<file path="src/hdl/fetch_ctrl_pkg.sv">
package fetch_ctrl_pkg;

  // ----------------------------------------
  // fetch sizing
  // ----------------------------------------

  localparam int unsigned PREFETCH_DEPTH = 2;  // fifo words, also in-flight limit
  localparam int unsigned FIFO_PTR_W     = $clog2(PREFETCH_DEPTH);  // depth is a power of two
  // counters must hold live plus stale transactions after a redirect
  localparam int unsigned CNT_W          = $clog2(2 * PREFETCH_DEPTH + 1);

  localparam logic [31:0] RESET_BOOT_ADDR = 32'h0000_1000;  // boot address out of reset

  // ----------------------------------------
  // pc source, driven together with pc_set
  // ----------------------------------------

  typedef enum logic [2:0] {
    PC_BOOT      = 3'b000,
    PC_FENCEI    = 3'b001,  // refetch after the fence
    PC_JUMP      = 3'b010,  // target from ID
    PC_BRANCH    = 3'b011,  // target from EX
    PC_EXCEPTION = 3'b100,  // trap vector, see exc_pc_mux_e
    PC_MRET      = 3'b101,
    PC_DRET      = 3'b111
  } pc_mux_e;  // 3'b110 stays unused

  // trap target
  typedef enum logic [1:0] {
    EXC_PC_EXCEPTION = 2'b00,  // mtvec base
    EXC_PC_IRQ       = 2'b01,  // vectored by irq id
    EXC_PC_DBD       = 2'b10,  // debug halt
    EXC_PC_DBE       = 2'b11   // exception while in debug
  } exc_pc_mux_e;

  // configuration register map
  typedef enum logic [1:0] {
    CFG_BOOT_ADDR = 2'b00,
    CFG_MTVEC     = 2'b01,
    CFG_DM_HALT   = 2'b10,
    CFG_DM_EXC    = 2'b11
  } cfg_addr_e;

endpackage
</file>
<file path="src/hdl/fetch_bus_pkg.sv">
package fetch_bus_pkg;

  // ----------------------------------------
  // instruction bus
  // ----------------------------------------

  // master side, held until gnt
  typedef struct packed {
    logic        req;
    logic [31:0] addr;  // always word aligned
  } instr_req_t;

  // slave side
  typedef struct packed {
    logic        gnt;     // request accepted
    logic        rvalid;  // one per grant, in order
    logic [31:0] rdata;
  } instr_rsp_t;

  // ----------------------------------------
  // configuration access
  // ----------------------------------------

  // single-cycle write strobe, no back-pressure
  typedef struct packed {
    logic                      we;
    fetch_ctrl_pkg::cfg_addr_e addr;
    logic [31:0]               wdata;
  } cfg_wr_t;

  // register view seen by the fetch stage
  typedef struct packed {
    logic [31:0] boot_addr;
    logic [23:0] mtvec_base;  // vector table base, 256 byte aligned
    logic [31:0] dm_halt_addr;
    logic [31:0] dm_exc_addr;
  } fetch_cfg_t;

  // IF/ID pipeline payload
  typedef struct packed {
    logic        valid;
    logic [31:0] instr;
    logic [31:0] pc;
  } if_id_t;

endpackage

</file>
<file path="src/hdl/fetch_top.sv">
`timescale 1ns/100ps

module fetch_top
(
  input  logic                        clk,
  input  logic                        rst_n,
  input  logic                        req_i,
  input  logic                        pc_set_i,
  input  fetch_ctrl_pkg::pc_mux_e     pc_mux_i,
  input  fetch_ctrl_pkg::exc_pc_mux_e exc_pc_mux_i,
  input  logic [4:0]                  irq_id_i,
  input  logic [31:0]                 mepc_i,
  input  logic [31:0]                 depc_i,
  input  logic [31:0]                 jump_target_id_i,
  input  logic [31:0]                 jump_target_ex_i,
  input  logic                        clear_instr_valid_i,
  input  logic                        halt_if_i,
  input  logic                        id_ready_i,
  input  fetch_bus_pkg::cfg_wr_t      cfg_wr_i,       // software config writes
  output fetch_bus_pkg::instr_req_t   instr_req_o,
  input  fetch_bus_pkg::instr_rsp_t   instr_rsp_i,
  output fetch_bus_pkg::if_id_t       if_id_o,
  output logic                        if_busy_o
);

  fetch_bus_pkg::fetch_cfg_t cfg;             // register view into fetch
  logic                      csr_mtvec_init;  // boot asks for trap base init

  fetch_cfg_regs u_cfg_regs
  (
    .clk          (clk),
    .rst_n        (rst_n),
    .cfg_wr_i     (cfg_wr_i),
    .mtvec_init_i (csr_mtvec_init),
    .cfg_o        (cfg)
  );

  if_stage u_if_stage
  (
    .clk                 (clk),
    .rst_n               (rst_n),
    .req_i               (req_i),
    .pc_set_i            (pc_set_i),
    .pc_mux_i            (pc_mux_i),
    .exc_pc_mux_i        (exc_pc_mux_i),
    .irq_id_i            (irq_id_i),
    .cfg_i               (cfg),
    .mepc_i              (mepc_i),
    .depc_i              (depc_i),
    .jump_target_id_i    (jump_target_id_i),
    .jump_target_ex_i    (jump_target_ex_i),
    .clear_instr_valid_i (clear_instr_valid_i),
    .halt_if_i           (halt_if_i),
    .id_ready_i          (id_ready_i),
    .instr_req_o         (instr_req_o),
    .instr_rsp_i         (instr_rsp_i),
    .if_id_o             (if_id_o),
    .mtvec_init_o        (csr_mtvec_init),
    .if_busy_o           (if_busy_o)
  );

endmodule

</file>
<file path="src/hdl/if_stage.sv">
`timescale 1ns/100ps

module if_stage
(
  input  logic                        clk,
  input  logic                        rst_n,
  input  logic                        req_i,
  input  logic                        pc_set_i,             // redirect strobe
  input  fetch_ctrl_pkg::pc_mux_e     pc_mux_i,
  input  fetch_ctrl_pkg::exc_pc_mux_e exc_pc_mux_i,
  input  logic [4:0]                  irq_id_i,
  input  fetch_bus_pkg::fetch_cfg_t   cfg_i,
  input  logic [31:0]                 mepc_i,
  input  logic [31:0]                 depc_i,
  input  logic [31:0]                 jump_target_id_i,
  input  logic [31:0]                 jump_target_ex_i,
  input  logic                        clear_instr_valid_i,  // kill instr in ID
  input  logic                        halt_if_i,
  input  logic                        id_ready_i,
  output fetch_bus_pkg::instr_req_t   instr_req_o,
  input  fetch_bus_pkg::instr_rsp_t   instr_rsp_i,
  output fetch_bus_pkg::if_id_t       if_id_o,
  output logic                        mtvec_init_o,
  output logic                        if_busy_o
);

  logic [31:0] branch_addr;  // selected redirect target
  logic        fetch_valid, transfer;
  logic [31:0] fetch_rdata;
  logic [31:0] pc_if_q;      // pc of the fifo head
  logic        id_valid_q;
  logic [31:0] id_instr_q;
  logic [31:0] id_pc_q;

  fetch_pc_sel u_pc_sel
  (
    .pc_mux_i         (pc_mux_i),
    .exc_pc_mux_i     (exc_pc_mux_i),
    .irq_id_i         (irq_id_i),
    .cfg_i            (cfg_i),
    .mepc_i           (mepc_i),
    .depc_i           (depc_i),
    .jump_target_id_i (jump_target_id_i),
    .jump_target_ex_i (jump_target_ex_i),
    .pc_id_i          (id_pc_q),
    .branch_addr_o    (branch_addr)
  );

  prefetch_buffer u_prefetch
  (
    .clk           (clk),
    .rst_n         (rst_n),
    .req_i         (req_i),
    .branch_i      (pc_set_i),
    .branch_addr_i (branch_addr),
    .fetch_ready_i (transfer),
    .fetch_valid_o (fetch_valid),
    .fetch_rdata_o (fetch_rdata),
    .instr_req_o   (instr_req_o),
    .instr_rsp_i   (instr_rsp_i),
    .busy_o        (if_busy_o)
  );

  // redirect wins, head moves only when ID takes it
  assign transfer     = ~pc_set_i & fetch_valid & id_ready_i & ~halt_if_i;
  assign mtvec_init_o = pc_set_i & (pc_mux_i == fetch_ctrl_pkg::PC_BOOT);

  // ----------------------------------------
  // IF pc and IF/ID register
  // ----------------------------------------

  always_ff @(posedge clk, negedge rst_n)
  begin
    if (!rst_n)
    begin
      pc_if_q    <= fetch_ctrl_pkg::RESET_BOOT_ADDR;
      id_valid_q <= 1'b0;
    end
    else
    begin
      if (pc_set_i)
        pc_if_q <= branch_addr;
      else if (transfer)
        pc_if_q <= pc_if_q + 32'd4;  // word steps only
      if (transfer)
        id_valid_q <= 1'b1;
      else if (clear_instr_valid_i)
        id_valid_q <= 1'b0;
    end
  end

  always_ff @(posedge clk)
  begin
    if (transfer)
    begin
      id_instr_q <= fetch_rdata;
      id_pc_q    <= pc_if_q;
    end
  end

  assign if_id_o = '{valid: id_valid_q, instr: id_instr_q, pc: id_pc_q};

  // controller must never select the unused pc source
  a_pc_mux_legal: assert property (@(posedge clk) disable iff (!rst_n)
    pc_set_i |-> pc_mux_i inside {fetch_ctrl_pkg::PC_BOOT, fetch_ctrl_pkg::PC_FENCEI,
                                  fetch_ctrl_pkg::PC_JUMP, fetch_ctrl_pkg::PC_BRANCH,
                                  fetch_ctrl_pkg::PC_EXCEPTION, fetch_ctrl_pkg::PC_MRET,
                                  fetch_ctrl_pkg::PC_DRET});

endmodule

</file>
<file path="src/hdl/prefetch_buffer.sv">
`timescale 1ns/100ps

module prefetch_buffer
(
  input  logic                       clk,
  input  logic                       rst_n,
  input  logic                       req_i,          // fetch enable
  input  logic                       branch_i,       // redirect strobe
  input  logic [31:0]                branch_addr_i,
  input  logic                       fetch_ready_i,  // IF takes fifo head
  output logic                       fetch_valid_o,
  output logic [31:0]                fetch_rdata_o,
  output fetch_bus_pkg::instr_req_t  instr_req_o,
  input  fetch_bus_pkg::instr_rsp_t  instr_rsp_i,
  output logic                       busy_o
);

  logic [31:0] next_addr_q;  // address of the next new request
  logic [31:0] hold_addr_q;  // address of a raised, ungranted request
  logic        hold_q;       // request up and waiting for gnt
  logic        stale_q;      // held request predates the last redirect
  logic        started_q;    // nothing is fetched before the first redirect

  logic [fetch_ctrl_pkg::CNT_W-1:0]      outst_q, outst_n;      // granted, no rvalid yet
  logic [fetch_ctrl_pkg::CNT_W-1:0]      discard_q, discard_n;  // stale responses to drop
  logic [fetch_ctrl_pkg::CNT_W-1:0]      fifo_cnt_q;
  logic [fetch_ctrl_pkg::CNT_W-1:0]      live;                  // outstanding and wanted
  logic [fetch_ctrl_pkg::FIFO_PTR_W-1:0] wr_ptr_q, rd_ptr_q;
  logic [31:0]                           fifo_mem [fetch_ctrl_pkg::PREFETCH_DEPTH];

  logic start, req, granted, rvalid, drop, push, pop;

  // ----------------------------------------
  // bus master
  // ----------------------------------------

  assign live    = outst_q - discard_q;
  // new request only with room for its response, never in a redirect cycle
  assign start   = started_q & req_i & ~branch_i & ~hold_q &
                   ((live + fifo_cnt_q) < fetch_ctrl_pkg::PREFETCH_DEPTH);
  assign req     = hold_q | start;  // a raised request stays up until gnt
  assign granted = req & instr_rsp_i.gnt;
  assign rvalid  = instr_rsp_i.rvalid;

  assign instr_req_o.req  = req;
  assign instr_req_o.addr = hold_q ? hold_addr_q : next_addr_q;

  assign drop = rvalid & (branch_i | (discard_q != '0));  // old stream
  assign push = rvalid & ~drop;
  assign pop  = fetch_ready_i & fetch_valid_o & ~branch_i;

  always_comb
  begin
    outst_n = outst_q;
    if (granted && !rvalid)
      outst_n = outst_q + 1'b1;
    else if (!granted && rvalid)
      outst_n = outst_q - 1'b1;
  end

  always_comb
  begin
    discard_n = discard_q;
    if (branch_i)
      discard_n = outst_n;  // everything still in flight is stale
    else
    begin
      if (granted && hold_q && stale_q)
        discard_n = discard_n + 1'b1;  // late grant of an old address
      if (drop)
        discard_n = discard_n - 1'b1;
    end
  end

  always_ff @(posedge clk, negedge rst_n)
  begin
    if (!rst_n)
    begin
      next_addr_q <= fetch_ctrl_pkg::RESET_BOOT_ADDR;
      hold_q      <= 1'b0;
      stale_q     <= 1'b0;
      started_q   <= 1'b0;
      outst_q     <= '0;
      discard_q   <= '0;
    end
    else
    begin
      if (branch_i)
      begin
        started_q   <= 1'b1;
        next_addr_q <= {branch_addr_i[31:2], 2'b00};  // registered redirect
      end
      else if (granted && !(hold_q && stale_q))
        next_addr_q <= next_addr_q + 32'd4;
      hold_q    <= req & ~instr_rsp_i.gnt;
      stale_q   <= req & ~instr_rsp_i.gnt & (branch_i | stale_q);
      outst_q   <= outst_n;
      discard_q <= discard_n;
    end
  end

  always_ff @(posedge clk)
  begin
    if (req && !instr_rsp_i.gnt && !hold_q)
      hold_addr_q <= next_addr_q;  // freeze addr while waiting for gnt
  end

  // ----------------------------------------
  // instruction fifo
  // ----------------------------------------

  always_ff @(posedge clk, negedge rst_n)
  begin
    if (!rst_n)
    begin
      wr_ptr_q   <= '0;
      rd_ptr_q   <= '0;
      fifo_cnt_q <= '0;
    end
    else if (branch_i)
    begin
      wr_ptr_q   <= '0;  // flush on redirect
      rd_ptr_q   <= '0;
      fifo_cnt_q <= '0;
    end
    else
    begin
      if (push)
        wr_ptr_q <= wr_ptr_q + 1'b1;
      if (pop)
        rd_ptr_q <= rd_ptr_q + 1'b1;
      if (push && !pop)
        fifo_cnt_q <= fifo_cnt_q + 1'b1;
      else if (pop && !push)
        fifo_cnt_q <= fifo_cnt_q - 1'b1;
    end
  end

  always_ff @(posedge clk)
  begin
    if (push)
      fifo_mem[wr_ptr_q] <= instr_rsp_i.rdata;
  end

  assign fetch_valid_o = (fifo_cnt_q != '0);
  assign fetch_rdata_o = fifo_mem[rd_ptr_q];
  assign busy_o        = req | (outst_q != '0);

  // ----------------------------------------
  // checks
  // ----------------------------------------

  a_fifo_no_overflow: assert property (@(posedge clk) disable iff (!rst_n)
    push |-> (fifo_cnt_q < fetch_ctrl_pkg::PREFETCH_DEPTH) || pop);

  a_rvalid_outstanding: assert property (@(posedge clk) disable iff (!rst_n)
    rvalid |-> (outst_q != '0));

endmodule

</file>
<file path="src/hdl/fetch_pc_sel.sv">
`timescale 1ns/100ps

module fetch_pc_sel
(
  input  fetch_ctrl_pkg::pc_mux_e     pc_mux_i,          // next pc source
  input  fetch_ctrl_pkg::exc_pc_mux_e exc_pc_mux_i,      // trap target
  input  logic [4:0]                  irq_id_i,          // vector index
  input  fetch_bus_pkg::fetch_cfg_t   cfg_i,
  input  logic [31:0]                 mepc_i,
  input  logic [31:0]                 depc_i,
  input  logic [31:0]                 jump_target_id_i,
  input  logic [31:0]                 jump_target_ex_i,
  input  logic [31:0]                 pc_id_i,           // pc of instr in ID
  output logic [31:0]                 branch_addr_o
);

  logic [31:0] exc_pc;     // trap handler address
  logic [31:0] next_addr;  // raw selection, before alignment

  // ----------------------------------------
  // trap vector
  // ----------------------------------------

  always_comb
  begin
    case (exc_pc_mux_i)
      fetch_ctrl_pkg::EXC_PC_EXCEPTION: exc_pc = {cfg_i.mtvec_base, 8'h00};  // all to base
      fetch_ctrl_pkg::EXC_PC_IRQ:       exc_pc = {cfg_i.mtvec_base, 1'b0, irq_id_i, 2'b00};
      fetch_ctrl_pkg::EXC_PC_DBD:       exc_pc = cfg_i.dm_halt_addr;
      fetch_ctrl_pkg::EXC_PC_DBE:       exc_pc = cfg_i.dm_exc_addr;
      default:                          exc_pc = {cfg_i.mtvec_base, 8'h00};
    endcase
  end

  // ----------------------------------------
  // next fetch address
  // ----------------------------------------

  always_comb
  begin
    next_addr = cfg_i.boot_addr;  // also covers the unused code
    case (pc_mux_i)
      fetch_ctrl_pkg::PC_BOOT:      next_addr = cfg_i.boot_addr;
      fetch_ctrl_pkg::PC_JUMP:      next_addr = jump_target_id_i;
      fetch_ctrl_pkg::PC_BRANCH:    next_addr = jump_target_ex_i;
      fetch_ctrl_pkg::PC_EXCEPTION: next_addr = exc_pc;
      fetch_ctrl_pkg::PC_MRET:      next_addr = mepc_i;         // back from trap
      fetch_ctrl_pkg::PC_DRET:      next_addr = depc_i;         // back from debug
      fetch_ctrl_pkg::PC_FENCEI:    next_addr = pc_id_i + 32'd4;  // forces a refetch
      default: ;
    endcase
  end

  // no compressed instructions, so every target is a word address
  assign branch_addr_o = {next_addr[31:2], 2'b00};

endmodule

</file>
<file path="src/hdl/fetch_cfg_regs.sv">
`timescale 1ns/100ps

module fetch_cfg_regs
(
  input  logic                       clk,
  input  logic                       rst_n,
  input  fetch_bus_pkg::cfg_wr_t     cfg_wr_i,      // strobe write port
  input  logic                       mtvec_init_i,  // boot request from fetch
  output fetch_bus_pkg::fetch_cfg_t  cfg_o
);

  logic [31:0] boot_addr_q;
  logic [23:0] mtvec_base_q;
  logic [31:0] dm_halt_addr_q;
  logic [31:0] dm_exc_addr_q;

  // ----------------------------------------
  // register file
  // ----------------------------------------

  always_ff @(posedge clk, negedge rst_n)
  begin
    if (!rst_n)
    begin
      boot_addr_q    <= fetch_ctrl_pkg::RESET_BOOT_ADDR;
      mtvec_base_q   <= fetch_ctrl_pkg::RESET_BOOT_ADDR[31:8];
      dm_halt_addr_q <= '0;
      dm_exc_addr_q  <= '0;
    end
    else
    begin
      if (mtvec_init_i)
        mtvec_base_q <= boot_addr_q[31:8];  // trap base follows boot address
      if (cfg_wr_i.we)
      begin
        // later assignment wins, so a MTVEC write beats the init
        case (cfg_wr_i.addr)
          fetch_ctrl_pkg::CFG_BOOT_ADDR: boot_addr_q    <= {cfg_wr_i.wdata[31:2], 2'b00};
          fetch_ctrl_pkg::CFG_MTVEC:     mtvec_base_q   <= cfg_wr_i.wdata[31:8];
          fetch_ctrl_pkg::CFG_DM_HALT:   dm_halt_addr_q <= {cfg_wr_i.wdata[31:2], 2'b00};
          fetch_ctrl_pkg::CFG_DM_EXC:    dm_exc_addr_q  <= {cfg_wr_i.wdata[31:2], 2'b00};
          default: ;
        endcase
      end
    end
  end

  assign cfg_o.boot_addr    = boot_addr_q;
  assign cfg_o.mtvec_base   = mtvec_base_q;
  assign cfg_o.dm_halt_addr = dm_halt_addr_q;
  assign cfg_o.dm_exc_addr  = dm_exc_addr_q;

  // ----------------------------------------
  // checks
  // ----------------------------------------

  // all four codes are mapped, only an unknown address lies outside the map
  a_cfg_addr_legal: assert property (@(posedge clk) disable iff (!rst_n)
    cfg_wr_i.we |-> !$isunknown(cfg_wr_i.addr));

endmodule

</file>
<file path="config.mk">
export PLATFORM = sky130hd
export DESIGN_NAME = fetch_top
export DESIGN_NICKNAME = d
export VERILOG_FILES = /design/src/hdl/fetch_ctrl_pkg.sv /design/src/hdl/fetch_bus_pkg.sv /design/src/hdl/fetch_top.sv /design/src/hdl/if_stage.sv /design/src/hdl/prefetch_buffer.sv /design/src/hdl/fetch_pc_sel.sv /design/src/hdl/fetch_cfg_regs.sv
export SDC_FILE = /design/constraint.sdc
export NUM_CORES = 1
export LEC_CHECK = 0
export ABC_CLOCK_PERIOD_IN_PS = 5090
export BUFFER_PORTS_ARGS = -buffer_cell sky130_fd_sc_hd__buf_2
export CAP_MARGIN = 40
export CELL_PAD_IN_SITES_DETAIL_PLACEMENT = 1
export CELL_PAD_IN_SITES_GLOBAL_PLACEMENT = 2
export CORE_ASPECT_RATIO = 1.2
export CORE_MARGIN = 2
export CORE_UTILIZATION = 35
export CTS_CLUSTER_SIZE = 28
export DETAILED_ROUTE_END_ITERATION = 16
export PLACE_DENSITY = 0.86
export SETUP_SLACK_MARGIN = 0.2
export SLEW_MARGIN = 15
export SYNTH_ARGS = -nofsm -noshare
export SYNTH_HDL_FRONTEND = slang
export SYNTH_SLANG_ARGS = --single-unit
</file>
<file path="constraint.sdc">
create_clock -name clk -period 5.09 [get_ports clk]
set_input_delay 0.509 -clock clk [delete_from_list [all_inputs] [get_ports clk]]
set_output_delay 0.509 -clock clk [all_outputs]
set_load 0.1 [all_outputs]
</file>
# Yosys cells after proc, flatten, opt, wreduce, memory -nomap -nowiden
# Memories as Yosys holds them, arrays and structs flattened. A register that Yosys moved wholly into a read port is not among the register bits.
# Cells that the tools add are included.
# totals
mem_bits_rw	64
mem_count	1
elab_cells	127
out_inout_bits	99
register_bits	257
# memory_table
name	depth	word_bits	rd	rd_clocked_by_memory_dff	wr	line_no	text
u_if_stage.u_prefetch.fifo_mem	2	32	1	1	1	prefetch_buffer.sv:29	logic [31:0] fifo_mem [fetch_ctrl_pkg::PREFETCH_DEPTH];
# classes
n_bitwise	24
reduce_logical	32
add_sub_neg	13
n_eq_ne	12
n_lt_le_gt_ge	1
n_mux	27
# op_table
op	count
32-bit one-hot mux with 6 select lines	1
32-bit two-way mux	5
32-bit one-hot mux with 4 select lines	1
32-bit by 3-bit adder with 32-bit output (second input constant)	3
24-bit two-way mux	3
3-bit two-way mux	9
1-bit bitwise AND	15
3-bit nonzero test	4
1-bit logical AND	10
2-bit nonzero test	5
3-bit by 1-bit adder with 3-bit output (second input constant)	3
3-bit == test (second input constant)	3
3-bit by 1-bit subtractor with 3-bit output (second input constant)	3
2-bit == test (second input constant)	4
1-bit two-way mux	8
1-bit logical NOT	7
3-bit by 2-bit == test with 1-bit output (second input constant)	2
2-bit AND reduction	3
1-bit inverter	5
3-bit by 3-bit adder with 4-bit output	1
2-bit by 1-bit == test with 1-bit output (second input constant)	2
2-bit logical NOT	2
4-bit by 2-bit less-than comparator with 1-bit output (second input constant)	1
1-bit OR	4
other kinds (4)	5

# Depth between registers and ports, before layout
# logic_depth
ltp_word	13
depth_mapped	14

# Hierarchy
# Synthesis repeated with hierarchy kept, for this count alone.
# hier_totals
hier_cells	1518
hier_area_um2	17805.8
# modules_own_cells
mod	area_each_um2	seq_area_each_um2	cells_per_inst	n_inst
prefetch_buffer	6533.8	3925.0	506	1
fetch_cfg_regs	4603.2	2855.2	277	1
if_stage	3811.2	2748.9	272	1
fetch_pc_sel	2857.7	0.0	463	1

# Worst setup path after synthesis
# Ideal clock, no wire load.
# synth_timing
path_kind	reg-to-reg
from	register u_if_stage.u_prefetch.outst_q[0] (netlist name)
to	register u_if_stage.u_prefetch.hold_addr_q[10] (enable)
stages_incl_launch_ff	11
t_arrival_ns	4.109
t_required_ns	4.635
setup_slack_ns	0.527
synth_period_minus_slack_ns	4.563
path_cell_list	dfrtp_1 inv_1 ha_1 inv_1 fa_1 inv_1 fa_1 nand4b_1 nor2_1 a21oi_2 nor3_1
# synth_via
elab_chain_cells	7
# synth_rtl
element	line_no	text
start, declared	prefetch_buffer.sv:24	logic [fetch_ctrl_pkg::CNT_W-1:0] outst_q, outst_n;
start signal, assigned	prefetch_buffer.sv:97	outst_q <= outst_n;
3-bit subtractor	prefetch_buffer.sv:37	assign live = outst_q - discard_q;
3-bit by 3-bit adder with 4-bit output	prefetch_buffer.sv:40	((live + fifo_cnt_q) < fetch_ctrl_pkg::PREFETCH_DEPTH);
4-bit by 2-bit less-than comparator with 1-bit output	prefetch_buffer.sv:40	
1-bit bitwise AND	prefetch_buffer.sv:39	assign start = started_q & req_i & ~branch_i & ~hold_q &
1-bit OR	prefetch_buffer.sv:41	assign req = hold_q | start;
1-bit logical AND (2 in a row)	prefetch_buffer.sv:104	if (req && !instr_rsp_i.gnt && !hold_q)
end signal, assigned	prefetch_buffer.sv:105	hold_addr_q <= next_addr_q;
end, declared	prefetch_buffer.sv:19	logic [31:0] hold_addr_q;
# No other way between the ends.
# A chain may end at the register's enable or synchronous reset.

# Worst setup path in the final report
# layout_timing
from	register u_if_stage.u_prefetch.outst_q[0] (netlist name)
to	output port if_busy_o
# layout_via
elab_chain_cells	6
word_cells_on_any_way	7
# layout_rtl
element	line_no	text
3-bit subtractor	prefetch_buffer.sv:37	
3-bit by 3-bit adder with 4-bit output	prefetch_buffer.sv:40	
4-bit by 2-bit less-than comparator with 1-bit output	prefetch_buffer.sv:40	
1-bit bitwise AND	prefetch_buffer.sv:39	
1-bit OR	prefetch_buffer.sv:41	
1-bit OR (*)	prefetch_buffer.sv:147	assign busy_o = req | (outst_q != '0);
end, declared	fetch_top.sv:23	output logic if_busy_o
# Mark *: on every way between the ends. The rest lies on a longest branch, timed or not.

==> results by group <==
Yosys
  – Most used DFF post-synth: dfrtp_1
  – Register area share after synthesis: 0.532
  – Syn avg cell area: 11.7 µm²
  – Post-synth EDFFs: 156
  – Asr flop ratio synth: 0.548
  – Seq cells post-synth: 345
  – Post-Synthesis Cells: 1,518
  – Post-synthesis cell type count: 93
  – Cell area after synthesis: 0.0177 mm²
  – Ys Warns: 0

Pwr
  – Static Leak: 8.47 nW
  – PD cells: 463 mW/mm²
  – Max VDD drop: 0.000366 V
  – Design Power: 9.78 mW

Clocking
  – Postcts setup bufs: 0
  – TritonCTS Buffers: 37
  – Hold-fix buffers, CTS: 0
  – Sink Count: 345
  – Clock Pin Slew Worst Setup and Hold Paths: 0.06 ns
  – Clock Path Buffers: 3
  – H-Tree Depth: 2
  – CTS tree: done
  – Post_cts resized: 0
  – Root Driver: clkbuf_16
  – Skew-Pair Late Insertion Delay: 0.55 ns

Final layout
  – Synth-to-layout area growth: 19.2%
  – Filler cells: 5,417
  – Commonest non-fill, non-tap cells in the layout: 296 x buf_2, 185 x dfrtp_1, 170 x mux2_2
  – Commonest non-fill, non-tap cell in the layout: buf_2
  – Finished Cell Area: 0.0211 mm²
  – Final nets: 2,025
  – Register area: 0.00942 mm²
  – Non-Filler Instances: 2,476
  – Share of layout cells above drive strength 1: 0.334
  – Multi-input gate area: 0.00772 mm²

Floorplan
  – Die height: 250 µm
  – Ports: 313
  – Site row count: 90
  – CORE AREA: 0.0501 mm²
  – Initial Utilization: 0.353
  – Die Width: 209 µm
  – DIE AREA: 0.0524 mm²

Timing
  – Worst slew margin: 0.393
  – Unrepaired setup endpoints after global routing: no
  – Setup_tns: 0 ns
  – Pins Over Slew Limit: 0
  – Worst Tran Pin Value: 0.906 ns
  – Max Fclk: 258 MHz
  – Hold Vio Cnt, Final: 0
  – Final period utilization: 0.760
  – Fin crit period: 3.87 ns
  – Clock skew: 0.0221 ns
  – # setup viols final: 0
  – Fin worst setup slack: 1.22 ns

Critical path
  – WP buf/inv: 4
  – Most used cell, CP: inv_1
  – CP delay by family, top: adder cells
  – Data arrival time of the worst path: 3.36 ns
  – CP peak stage delay: 0.51 ns
  – Element type at the critical path end: output pin
  – Worst EP required: 4.58 ns
  – Max stage delay cell, worst path: fa_1
  – CP max FO: 4
  – Startpoint types: flop
  – Worst-path cell chain: inv_1 -> ha_1 -> inv_1 -> fa_1 -> inv_1 -> fa_1 -> nor2b_1 -> a31o_2 -> a21oi_2 -> nand3b_1 -> buf_2
  – WS Path Type: flop to output pin

Detailed routing
  – Antenna Nets Post-Route: 0
  – Drt total wl: 60,000 µm
  – Drt pass-1 iters: 5
  – Iteration-0 DRC count of the detailed router: 989
  – WL per Instance: 24.2 µm
  – Via count: 14.0k
  – DRC Markers: 0
  – Vias/cell: 5.65

Placement
  – GP Congestion: 0.877
  – Setup slack at placement: 1.30 ns
  – Cell area after placement: 0.0198 mm²
  – Post-DP HPWL: 43,500 µm
  – I/O Buffers: 298
  – Cell Count Post-Placement: 2,399

Global routing
  – Pin count of the biggest net entering global routing: 104
  – Global route overflow: 0
  – First-pass GRT wire length: 90,500 µm
  – All-Layer GR Usage: 0.225
  – Initial antenna violation count: 12
  – Vias in the first global route: 14.7k

Flow run
  – Max Cap Viol: 0

Worst hold path
  – Worst min path class: input port to flop

Status
  – Status: finished clean
synth_stat cells, drive strengths merged, types with 13 or more instances:
| library cell | number | area, µm² |
|---|---|---|
| and3 | 22 | 138 |
| nor3 | 26 | 140 |
| a211oi | 15 | 118 |
| mux2 | 170 | 1910 |
| buf | 54 | 327 |
| o211ai | 14 | 105 |
| nand2b | 13 | 81.3 |
| xnor2 | 18 | 158 |
| nand4 | 28 | 196 |
| inv | 26 | 97.6 |
| clkbuf | 43 | 161 |
| nor2 | 111 | 419 |
| o21ai | 73 | 369 |
| dfrtp | 185 | 4630 |
| nand3 | 35 | 185 |
| a31oi | 25 | 156 |
| nand2 | 71 | 267 |
| o21a | 23 | 173 |
| a21oi | 100 | 519 |
| xor2 | 24 | 210 |
| mux2i | 61 | 611 |
| edfxtp | 156 | 4680 |
final timing paths:
| check | from | to | slack, ns | cells past startpoint |
|---|---|---|---|---|
| min | instr_rsp_i[24] | u_if_stage.u_prefetch.fifo_mem[0][24] | 0.14 | 1 |
| max | u_if_stage.u_prefetch.outst_q[0] | if_busy_o | 1.22 | 11 |
| min in group asynchronous | rst_n | u_cfg_regs.dm_exc_addr_q[22] | 0.34 | 2 |
| max reg2reg | u_if_stage.u_prefetch.outst_q[0] | u_if_stage.u_prefetch.next_addr_q[20] | 1.26 | 12 |
| max in group asynchronous | rst_n | u_if_stage.u_prefetch.next_addr_q[7] | 3.42 | 4 |
| min reg2reg | u_if_stage.u_prefetch.started_q | u_if_stage.u_prefetch.started_q | 0.48 | 1 |
sequential cells by signal, summed over array words and instances (netlist names), 3 cells and up:
register,count
u_if_stage.u_prefetch.fifo_mem,64
u_if_stage.id_instr_q,32
u_cfg_regs.boot_addr_q,30
u_cfg_regs.dm_exc_addr_q,30
u_cfg_regs.dm_halt_addr_q,30
u_if_stage.id_pc_q,30
u_if_stage.pc_if_q,30
u_if_stage.u_prefetch.hold_addr_q,30
u_if_stage.u_prefetch.next_addr_q,30
u_cfg_regs.mtvec_base_q,24
u_if_stage.u_prefetch.discard_q,3
u_if_stage.u_prefetch.fifo_cnt_q,3
u_if_stage.u_prefetch.outst_q,3
where the power goes:
group	switching (mW)	leakage [nW]	total [mW]	internal, mW
logic	2.30	4.17	3.23	0.931
registers	0.362	3.71	3.80	3.43
clock network	1.16	0.595	2.75	1.59
total	3.82	8.47	9.78	5.96
per-layer routing:
layer / share of wire / track usage
met5: 0.0013 / 0
met4: 0.031 / 0.0767
met3: 0.061 / 0.0367
met2: 0.50 / 0.382
met1: 0.41 / 0.290
per-stage QoR:
step / hold slack, ns / util
2_1_floorplan: 0.213 / -
3_3_place_gp: 0.455 / 0.395
3_5_place_dp: 0.472 / 0.396
4_1_cts: 0.0824 / 0.420
5_1_grt: 0.126 / 0.421
6_report: 0.144 / 0.421
layout make-up:
cell class | count | share of cell area
well taps | 644 | 0.0382
clock inverters | 19 | 0.0110
multi-input cells | 1052 | 0.366
diodes | 7 | 0.000830
clock buffers | 49 | 0.0470
flip-flops and latches | 345 | 0.446
inverters | 27 | 0.00480
repair buffers | 333 | 0.0860
cells by family (layout without fill, tap and decap cells):
kind of cell | count (synthesis) | after routing | share of synthesized area
adder cells (fa/ha/maj) | 15 | 15 | 0.0119
flip-flops | 345 | 345 | 0.532
AO/OA/AOI/OAI | 372 | 372 | 0.141
other | 1 | 11 | 0.000212
buffers and inverters | 124 | 428 | 0.0333
AND/OR/NAND/NOR | 387 | 387 | 0.117
XOR/XNOR | 42 | 42 | 0.0208
multiplexers | 232 | 232 | 0.144
Power figures use the tool's default switching activity.
